`src/design/armCtrlPkg.sv`:
```
package armCtrlPkg;

  // Decoded instruction class
  typedef enum logic [2:0] {
    clsDataImm,
    clsDataReg,
    clsLoad,
    clsStore,
    clsBranch,
    clsUndef
  } instrClassT;

  // Data-processing opcodes, instruction bits 24:21
  typedef enum logic [3:0] {
    opAnd = 4'b0000,
    opEor = 4'b0001,
    opSub = 4'b0010,
    opRsb = 4'b0011,
    opAdd = 4'b0100,  // Also the address add for LDR, STR and B
    opAdc = 4'b0101,
    opSbc = 4'b0110,
    opRsc = 4'b0111,
    opTst = 4'b1000,
    opTeq = 4'b1001,
    opCmp = 4'b1010,
    opCmn = 4'b1011,
    opOrr = 4'b1100,
    opMov = 4'b1101,
    opBic = 4'b1110,
    opMvn = 4'b1111
  } aluOpT;

  // Condition field, instruction bits 31:28
  typedef enum logic [3:0] {
    condEq, condNe, condCs, condCc, condMi, condPl, condVs, condVc,
    condHi, condLs, condGe, condLt, condGt, condLe, condAl
  } condT;

  localparam logic [3:0] condNever = 4'b1111;  // No-op encoding

  // NZCV positions in a flags vector
  localparam int flagN = 3;
  localparam int flagZ = 2;
  localparam int flagC = 1;
  localparam int flagV = 0;

endpackage

```
`src/design/mainDecoder.sv`:
```
module mainDecoder (
  input  logic [31:0]       instrD,
  output logic [1:0]        regSrcD,
  output logic [1:0]        immSrcD,
  output logic              aluSrcD,
  output logic              memtoRegD,
  output logic              regWriteD,
  output logic              memWriteD,
  output logic              branchD,
  output logic              pcSrcD,
  output logic              swapAluInputsD,
  output logic              shiftTypeD,
  output armCtrlPkg::aluOpT aluControlD,
  output logic [1:0]        flagWriteD,
  output armCtrlPkg::condT  condD
);
  import armCtrlPkg::*;

  instrClassT cls;
  aluOpT      opD;
  logic       dataProc;
  logic       isCompare;
  logic       isArith;

  assign opD       = aluOpT'(instrD[24:21]);
  assign condD     = condT'(instrD[31:28]);
  assign dataProc  = (cls == clsDataImm) || (cls == clsDataReg);
  assign isCompare = opD inside {opTst, opTeq, opCmp, opCmn};  // No register result
  assign isArith   = opD inside {opAdd, opSub, opRsb, opAdc, opSbc, opRsc, opCmp, opCmn};

  always_comb begin
    cls = clsUndef;
    if (instrD[31:28] != condNever) begin
      case (instrD[27:26])
        2'b00: begin
          if (instrD[25])
            cls = clsDataImm;
          else if (instrD[7:4] != 4'b1001)  // Skip multiply space
            cls = clsDataReg;
        end
        2'b01: begin
          // Immediate offset only
          if (!instrD[25])
            cls = instrD[20] ? clsLoad : clsStore;
        end
        2'b10: begin
          if (instrD[25] && !instrD[24])  // B, not BL
            cls = clsBranch;
        end
        default: cls = clsUndef;
      endcase
    end
  end

  always_comb begin
    regSrcD     = 2'b00;
    immSrcD     = 2'b00;
    aluSrcD     = 1'b0;
    memtoRegD   = 1'b0;
    regWriteD   = 1'b0;
    memWriteD   = 1'b0;
    branchD     = 1'b0;
    aluControlD = opAdd;
    flagWriteD  = 2'b00;
    case (cls)
      clsDataImm, clsDataReg: begin
        aluSrcD     = (cls == clsDataImm);
        regWriteD   = !isCompare;
        aluControlD = opD;
        flagWriteD  = {instrD[20], instrD[20] & isArith};  // S bit gates both pairs
      end
      clsLoad: begin
        immSrcD   = 2'b01;
        aluSrcD   = 1'b1;
        memtoRegD = 1'b1;
        regWriteD = 1'b1;
      end
      clsStore: begin
        regSrcD   = 2'b10;  // Rd read as store data
        immSrcD   = 2'b01;
        aluSrcD   = 1'b1;
        memWriteD = 1'b1;
      end
      clsBranch: begin
        regSrcD = 2'b01;  // PC as base
        immSrcD = 2'b10;
        aluSrcD = 1'b1;
        branchD = 1'b1;
      end
      default: ;
    endcase
  end

  assign pcSrcD         = (regWriteD && instrD[15:12] == 4'hF) || branchD;
  assign swapAluInputsD = dataProc && (opD == opRsb || opD == opRsc);
  assign shiftTypeD     = (cls == clsDataReg) && !instrD[4];  // Immediate shift amount

endmodule

```
`src/design/condUnit.sv`:
```
module condUnit (
  input  logic             clk,
  input  logic             arstN,
  input  logic             enE,
  input  armCtrlPkg::condT condE,
  input  logic [3:0]       aluFlagsE,
  input  logic [1:0]       flagWriteE,
  output logic             condExE,
  output logic             carryInE,
  output logic [3:0]       flags
);
  import armCtrlPkg::*;

  logic neg;
  logic zero;
  logic carry;
  logic ovf;
  logic ge;
  logic updNz;
  logic updCv;

  assign neg   = flags[flagN];
  assign zero  = flags[flagZ];
  assign carry = flags[flagC];
  assign ovf   = flags[flagV];
  assign ge    = (neg == ovf);

  always_comb begin
    case (condE)
      condEq:  condExE = zero;
      condNe:  condExE = !zero;
      condCs:  condExE = carry;
      condCc:  condExE = !carry;
      condMi:  condExE = neg;
      condPl:  condExE = !neg;
      condVs:  condExE = ovf;
      condVc:  condExE = !ovf;
      condHi:  condExE = carry && !zero;
      condLs:  condExE = !carry || zero;
      condGe:  condExE = ge;
      condLt:  condExE = !ge;
      condGt:  condExE = !zero && ge;
      condLe:  condExE = zero || !ge;
      condAl:  condExE = 1'b1;
      default: condExE = 1'b0;  // Never
    endcase
  end

  // Only while Execute advances
  assign updNz = enE && condExE && flagWriteE[1];
  assign updCv = enE && condExE && flagWriteE[0];

  always_ff @(posedge clk or negedge arstN) begin
    if (!arstN) begin
      flags <= 4'b0000;
    end else begin
      if (updNz) begin
        flags[flagN] <= aluFlagsE[flagN];
        flags[flagZ] <= aluFlagsE[flagZ];
      end
      if (updCv) begin
        flags[flagC] <= aluFlagsE[flagC];
        flags[flagV] <= aluFlagsE[flagV];
      end
    end
  end

  assign carryInE = carry;  // ADC, SBC, RSC carry in

endmodule

```
`src/design/ctrlPipeline.sv`:
```
module ctrlPipeline (
  input  logic              clk,
  input  logic              arstN,
  input  logic              aluSrcD,
  input  armCtrlPkg::aluOpT aluControlD,
  input  logic              swapAluInputsD,
  input  logic              shiftTypeD,
  input  logic [1:0]        flagWriteD,
  input  armCtrlPkg::condT  condD,
  input  logic              memtoRegD,
  input  logic              regWriteD,
  input  logic              memWriteD,
  input  logic              branchD,
  input  logic              pcSrcD,
  input  logic              condExE,
  input  logic              stallE,
  input  logic              flushE,
  input  logic              stallM,
  input  logic              flushW,
  output logic              aluSrcE,
  output armCtrlPkg::aluOpT aluControlE,
  output logic              swapAluInputsE,
  output logic              shiftTypeE,
  output logic [1:0]        flagWriteE,
  output armCtrlPkg::condT  condE,
  output logic              memtoRegE,
  output logic              branchTakenE,
  output logic              enE,
  output logic              memWriteM,
  output logic              memtoRegM,
  output logic              regWriteM,
  output logic              memtoRegW,
  output logic              regWriteW,
  output logic              pcSrcW,
  output logic              pcWrPendingF
);
  import armCtrlPkg::*;

  logic regWriteE;
  logic memWriteE;
  logic branchE;
  logic pcSrcE;
  logic pcSrcM;

  assign enE = !stallE;

  // Execute controls that a bubble must clear
  always_ff @(posedge clk or negedge arstN) begin
    if (!arstN) begin
      {flagWriteE, memtoRegE, regWriteE, memWriteE, branchE, pcSrcE} <= '0;
    end else if (enE) begin
      if (flushE)
        {flagWriteE, memtoRegE, regWriteE, memWriteE, branchE, pcSrcE} <= '0;
      else
        {flagWriteE, memtoRegE, regWriteE, memWriteE, branchE, pcSrcE} <=
          {flagWriteD, memtoRegD, regWriteD, memWriteD, branchD, pcSrcD};
    end
  end

  // Operation fields, harmless in a bubble
  always_ff @(posedge clk or negedge arstN) begin
    if (!arstN) begin
      aluSrcE        <= 1'b0;
      aluControlE    <= opAnd;
      swapAluInputsE <= 1'b0;
      shiftTypeE     <= 1'b0;
      condE          <= condAl;
    end else if (enE) begin
      aluSrcE        <= aluSrcD;
      aluControlE    <= aluControlD;
      swapAluInputsE <= swapAluInputsD;
      shiftTypeE     <= shiftTypeD;
      condE          <= condD;
    end
  end

  assign branchTakenE = branchE && condExE;

  // Writes are dropped here when the condition fails
  always_ff @(posedge clk or negedge arstN) begin
    if (!arstN) begin
      {memWriteM, memtoRegM, regWriteM, pcSrcM} <= '0;
    end else if (!stallM) begin
      memWriteM <= memWriteE && condExE;
      memtoRegM <= memtoRegE;
      regWriteM <= regWriteE && condExE;
      pcSrcM    <= pcSrcE && condExE;
    end
  end

  always_ff @(posedge clk or negedge arstN) begin
    if (!arstN)
      {memtoRegW, regWriteW, pcSrcW} <= '0;
    else if (flushW)
      {memtoRegW, regWriteW, pcSrcW} <= '0;  // Bubble while memory waits
    else
      {memtoRegW, regWriteW, pcSrcW} <= {memtoRegM, regWriteM, pcSrcM};
  end

  assign pcWrPendingF = pcSrcD || pcSrcE || pcSrcM;

endmodule

```
`src/design/hazardUnit.sv`:
```
module hazardUnit (
  input  logic [3:0] ra1D,
  input  logic [3:0] ra2D,
  input  logic [3:0] wa3E,
  input  logic       memtoRegE,
  input  logic       branchTakenE,
  input  logic       pcWrPendingF,
  input  logic       memReady,
  output logic       stallF,
  output logic       stallD,
  output logic       flushD,
  output logic       flushE,
  output logic       stallE,
  output logic       stallM,
  output logic       flushW
);

  logic ldStall;
  logic memWait;

  // Load result not ready for the instruction behind it
  assign ldStall = memtoRegE && ((wa3E == ra1D) || (wa3E == ra2D));
  assign memWait = !memReady;

  always_comb begin
    stallF = 1'b0;
    stallD = 1'b0;
    flushD = 1'b0;
    flushE = 1'b0;
    stallE = 1'b0;
    stallM = 1'b0;
    flushW = 1'b0;
    if (memWait) begin
      // Freeze everything up to Memory
      stallF = 1'b1;
      stallD = 1'b1;
      stallE = 1'b1;
      stallM = 1'b1;
      flushW = 1'b1;
    end else begin
      stallD = ldStall;
      stallF = ldStall || pcWrPendingF;  // Hold fetch until the PC is written
      flushE = ldStall || branchTakenE;
      flushD = branchTakenE;             // Wrong-path instruction in Decode
    end
  end

endmodule

```
`src/design/armCtrl.sv`:
```
module armCtrl (
  input  logic              clk,
  input  logic              arstN,
  input  logic [31:0]       instrD,
  input  logic [3:0]        aluFlagsE,
  input  logic              memReady,
  output logic [1:0]        regSrcD,
  output logic [1:0]        immSrcD,
  output logic              aluSrcE,
  output armCtrlPkg::aluOpT aluControlE,
  output logic              swapAluInputsE,
  output logic              shiftTypeE,
  output logic              memtoRegE,
  output logic              branchTakenE,
  output logic              carryInE,
  output logic [3:0]        flags,
  output logic              memWriteM,
  output logic              memtoRegM,
  output logic              regWriteM,
  output logic              memtoRegW,
  output logic              regWriteW,
  output logic              pcSrcW,
  output logic              stallF,
  output logic              stallD,
  output logic              flushD,
  output logic              flushE,
  output logic              stallE,
  output logic              stallM,
  output logic              flushW
);
  import armCtrlPkg::*;

  aluOpT      aluControlD;
  condT       condD;
  condT       condE;
  logic [1:0] flagWriteD;
  logic [1:0] flagWriteE;
  logic       aluSrcD;
  logic       memtoRegD;
  logic       regWriteD;
  logic       memWriteD;
  logic       branchD;
  logic       pcSrcD;
  logic       swapAluInputsD;
  logic       shiftTypeD;
  logic       condExE;
  logic       enE;
  logic       pcWrPendingF;
  logic [3:0] ra1D;
  logic [3:0] ra2D;
  logic [3:0] wa3E;

  assign ra1D = regSrcD[0] ? 4'hF : instrD[19:16];           // Branch reads the PC
  assign ra2D = regSrcD[1] ? instrD[15:12] : instrD[3:0];    // Store data register

  // Destination register follows the instruction into Execute
  always_ff @(posedge clk or negedge arstN) begin
    if (!arstN)
      wa3E <= 4'h0;
    else if (enE)
      wa3E <= instrD[15:12];
  end

  mainDecoder decoder_i (
    .instrD        (instrD),
    .regSrcD       (regSrcD),
    .immSrcD       (immSrcD),
    .aluSrcD       (aluSrcD),
    .memtoRegD     (memtoRegD),
    .regWriteD     (regWriteD),
    .memWriteD     (memWriteD),
    .branchD       (branchD),
    .pcSrcD        (pcSrcD),
    .swapAluInputsD(swapAluInputsD),
    .shiftTypeD    (shiftTypeD),
    .aluControlD   (aluControlD),
    .flagWriteD    (flagWriteD),
    .condD         (condD)
  );

  ctrlPipeline pipe_i (
    .clk           (clk),
    .arstN         (arstN),
    .aluSrcD       (aluSrcD),
    .aluControlD   (aluControlD),
    .swapAluInputsD(swapAluInputsD),
    .shiftTypeD    (shiftTypeD),
    .flagWriteD    (flagWriteD),
    .condD         (condD),
    .memtoRegD     (memtoRegD),
    .regWriteD     (regWriteD),
    .memWriteD     (memWriteD),
    .branchD       (branchD),
    .pcSrcD        (pcSrcD),
    .condExE       (condExE),
    .stallE        (stallE),
    .flushE        (flushE),
    .stallM        (stallM),
    .flushW        (flushW),
    .aluSrcE       (aluSrcE),
    .aluControlE   (aluControlE),
    .swapAluInputsE(swapAluInputsE),
    .shiftTypeE    (shiftTypeE),
    .flagWriteE    (flagWriteE),
    .condE         (condE),
    .memtoRegE     (memtoRegE),
    .branchTakenE  (branchTakenE),
    .enE           (enE),
    .memWriteM     (memWriteM),
    .memtoRegM     (memtoRegM),
    .regWriteM     (regWriteM),
    .memtoRegW     (memtoRegW),
    .regWriteW     (regWriteW),
    .pcSrcW        (pcSrcW),
    .pcWrPendingF  (pcWrPendingF)
  );

  condUnit cond_i (
    .clk       (clk),
    .arstN     (arstN),
    .enE       (enE),
    .condE     (condE),
    .aluFlagsE (aluFlagsE),
    .flagWriteE(flagWriteE),
    .condExE   (condExE),
    .carryInE  (carryInE),
    .flags     (flags)
  );

  hazardUnit hazard_i (
    .ra1D        (ra1D),
    .ra2D        (ra2D),
    .wa3E        (wa3E),
    .memtoRegE   (memtoRegE),
    .branchTakenE(branchTakenE),
    .pcWrPendingF(pcWrPendingF),
    .memReady    (memReady),
    .stallF      (stallF),
    .stallD      (stallD),
    .flushD      (flushD),
    .flushE      (flushE),
    .stallE      (stallE),
    .stallM      (stallM),
    .flushW      (flushW)
  );

endmodule

```
`config.mk`:
```
export PLATFORM = sky130hd
export DESIGN_NAME = armCtrl
export DESIGN_NICKNAME = d
export VERILOG_FILES = /design/src/design/armCtrlPkg.sv /design/src/design/mainDecoder.sv /design/src/design/condUnit.sv /design/src/design/ctrlPipeline.sv /design/src/design/hazardUnit.sv /design/src/design/armCtrl.sv
export SDC_FILE = /design/constraint.sdc
export NUM_CORES = 1
export LEC_CHECK = 0
export ABC_AREA = 1
export BUFFER_PORTS_ARGS = -buffer_cell sky130_fd_sc_hd__buf_4
export CAP_MARGIN = 15
export CORE_UTILIZATION = 50
export CTS_BUF_LIST = sky130_fd_sc_hd__clkbuf_4 sky130_fd_sc_hd__clkbuf_8 sky130_fd_sc_hd__clkbuf_16
export CTS_CLUSTER_SIZE = 28
export DETAILED_ROUTE_END_ITERATION = 10
export HOLD_SLACK_MARGIN = 0.15
export PLACE_DENSITY_LB_ADDON = 0.12
export REMOVE_ABC_BUFFERS = 1
export SETUP_SLACK_MARGIN = 0.02
export SYNTH_ARGS = -nofsm -noshare
export SYNTH_HDL_FRONTEND = slang
export SYNTH_SLANG_ARGS = --single-unit
```
`constraint.sdc`:
```
create_clock -name clk -period 2.2 [get_ports clk]
set_clock_uncertainty 0.2 [all_clocks]
set_input_delay 0.22 -clock clk [delete_from_list [all_inputs] [get_ports clk]]
set_output_delay 0.22 -clock clk [all_outputs]
set_load 0.01 [all_outputs]
```
==> reports/metrics.cfg <==
[status]
status=finished with violations
violations=negative setup slack

[grt]
grt_max_degree=35
use_met2_pct=47.83
gr-total-overflow=0
grt_usage_pct=27.86
grt_pass1_wl_um=9108
gr-usage-met1_pct=34.02
antenna_found_initial=0
use_met3_pct=6.552
grt.busiest_layer=met2
grt_pass1_vias=2069

[timing]
setup_viol_count_final=3
maxSlewHeadroom_pct=64.45
fin_setup_tns_ns=-0.3063
hold_ws_ns=0.2002
period_share_pct=105.8
finalMaxSlewViolations=0
hold_viol=0
tightest_slew_ns=0.5198
fmax_mhz=429.8
rsz0062_at_grt=yes
fin_ws_ns=-0.1268
fin_crit_ns=2.327

[final_layout]
antenna_cells=0
layout-drive-gt1-share_pct=33.16
num-nets-final=430
area_growth_pct=48.84
fin_util_pct=80.50
nFillCells=261

[placement]
dp_slack_ns=0.06070
gp_congestion=0.8251
hpwl_um=3481
io_buffers=65

[synth]
synthArstFlopShare_pct=100.0
synth_seq_cells=33
synthTopCellsByCount=106 x nand2_1, 40 x inv_1, 30 x dfrtp_1
seq_area_frac_synth_pct=40.38
synthFlopType=dfrtp_1
yosysMostFrequentCell=nand2_1
synth_largest_area_cell=dfrtp_1
post_synth_instance_area_mm2=0.002054
synth_cell_types=30
netlist.area_leader.share_pct=36.54
yosys-top-cells-area=dfrtp_1 37%, nand2_1 19%, inv_1 7.3%, nand3_1 6.6%, nor2_1 4.2%
syn_area_per_cell_um2=6.964
ys_warn_count=0
synth_cells=295
synth_edf_count=0

[worst_setup_path]
cp.arrival_ns=1.91
cpPeakStageDelay_ns=0.58
startpoint_type=register
cp_max_fo=6
critical_path.slowest_cell=dfstp_2
cpMostUsedCell=nand2_2
critPathKind=register to primary output
crit_path_end_kind=primary output
reg2regPathDepth=10
cp_cell_sequence=inv_4, o21ai_2, nand3_2, nand2_2, o211ai_1, nand2_1, nand2_2, nor2_2, buf_4
worstPathRequired_ns=1.78
reg2reg_slack_ns=0.14

[run]
maxCapViolations=0

[power_and_ir_drop]
power_density_mw_per_mm2=634.6
ir_drop_mv=0.3694
power.leakage_uw=0.001691

[routing]
post_drt_via_cell_ratio=5.070
antenna_left=0
vias=2231
dr.pass1.iters=4
wl_per_cell_um=12.62
drc_errors=0
routed_wl_um=5552
drt-initial-drc-count=154

[floorplan]
die_y_um=66.10
ios=70
core-area_mm2=0.003799
initial_core_util_pct=54.08
die_w_um=66.10
fp.dieArea_mm2=0.004369
row_count=22

[cts]
cts.reportedPaths.clkPinSlew_ns=0.07
cts_buffer_depth=2
cts_tree=yes
h-tree-depth=2
cts_root_buf=clkbuf_8
clock_latency_ns=0.29
numCtsBuffers=5
cts_sinks=33

[hold_path]
hp-class=primary input to register
holdPathStages=5

cell usage in the layout (no fill, tap or decap), types with 2 or more instances in the layout:
| cell | n |
|---|---|
| nand2_1 | 100 |
| buf_4 | 76 |
| inv_1 | 34 |
| dfrtp_1 | 30 |
| nand3_1 | 25 |
| nor2_1 | 20 |
| dlygate4sd3_1 | 20 |
| o21ai_0 | 15 |
| nand2_2 | 9 |
| inv_2 | 7 |
| nand4_1 | 7 |
| clkbuf_8 | 5 |
| nor2_4 | 3 |
| nand3_4 | 3 |
| nor2_2 | 3 |
| nand3_2 | 3 |
| dfstp_2 | 3 |
| nand2_8 | 2 |
| nand2_4 | 2 |
| nor3_1 | 2 |
| nor3_2 | 2 |
| o31ai_1 | 2 |
| clkinv_2 | 2 |
| buf_6 | 2 |
metrics by stage:
step / power, µW / area [µm²] / std cells
global route: 2061 / 3058 / 440
finish: 1941 / 3058 / 440
CTS: 1871 / 2945 / 436
floorplan: 1064 / 1986 / 284
global placement: 1340 / 2594 / 405
detailed placement: 1355 / 2594 / 405
path summary, 6_finish.rpt:
path,start,to
worst min register to register,pipe_i.memWriteM$_DFFE_PN0P_,pipe_i.memWriteM$_DFFE_PN0P_
worst max-delay path,pipe_i.condE[3]$_DFFE_PN1P_,flushD
worst max register to register,pipe_i.condE[3]$_DFFE_PN1P_,cond_i.flags[2]$_DFFE_PN0P_
min in group asynchronous,arstN,cond_i.flags[1]$_DFFE_PN0P_
worst min-delay path,instrD[20],pipe_i.flagWriteE[1]$_DFFE_PN0P_
max in group asynchronous,arstN,pipe_i.condE[3]$_DFFE_PN1P_
critical path: cells and delay by family (launching register included):
family / cells / cell delay, ns
AOI/OAI and AO/OA: 2 / 0.26
DFF: 1 / 0.58
and+or+nand+nor: 5 / 0.57
buffers and inverters: 2 / 0.20
cell families (layout without fill, tap and decap cells):
family                    count (synthesis)  in the layout  share of synthesized area [%]
and+or+nand+nor                         181            182                          40.44
buffers and inverters                    53            149                          11.02
DFF                                      33             33                          40.38
AOI/OAI and AO/OA                        27             27                          7.734
xor gates and xnor gates                  1              1                         0.4264
cell type report:
cell class,instances,area [µm²],area share (%)
clock inverter,3,17.52,0.5728
multi-input combinational,210,1109,36.25
clock buffer,5,68.82,2.250
timing repair buffer,99,813.3,26.60
sequential,33,829.5,27.13
inverter,42,160.2,5.237
tap,48,60.06,1.964
per-layer routing:
metal  share of wire, %  wire length, µm  vias up
met5                  0                0        -
met4                1.3               73        0
met2                 51             2822       84
met3                5.3              294        9
li1                   -                -     1122
met1                 43             2362     1016
flip-flops by register name, indices dropped and copies added, names as in the netlist, 2 cells and up:
name,flops
pipe_i.flagWriteE,2
pipe_i.aluControlE,4
pipe_i.condE,4
wa3E,4
cond_i.flags,4
where the power goes:
group          total, µW  internal (µW)  leakage (µW)  switching (µW)
sequential           782            688      0.000421            94.1
combinational        703            332       0.00123             371
clock                456            218     0.0000439             238
total               1940           1240       0.00169             703
timing repair:
action / 4_1_cts / 5_1_grt
hold buffers: 20 / 0
endpoints found under the setup margin: 3 / 7
gates cloned: 0 / 1
gates resized for setup: 11 / 22
pin swaps: 4 / 15
setup buffers: 3 / 4
endpoints found under the hold margin: 52 / 0
Power figures use the tool's default switching activity.
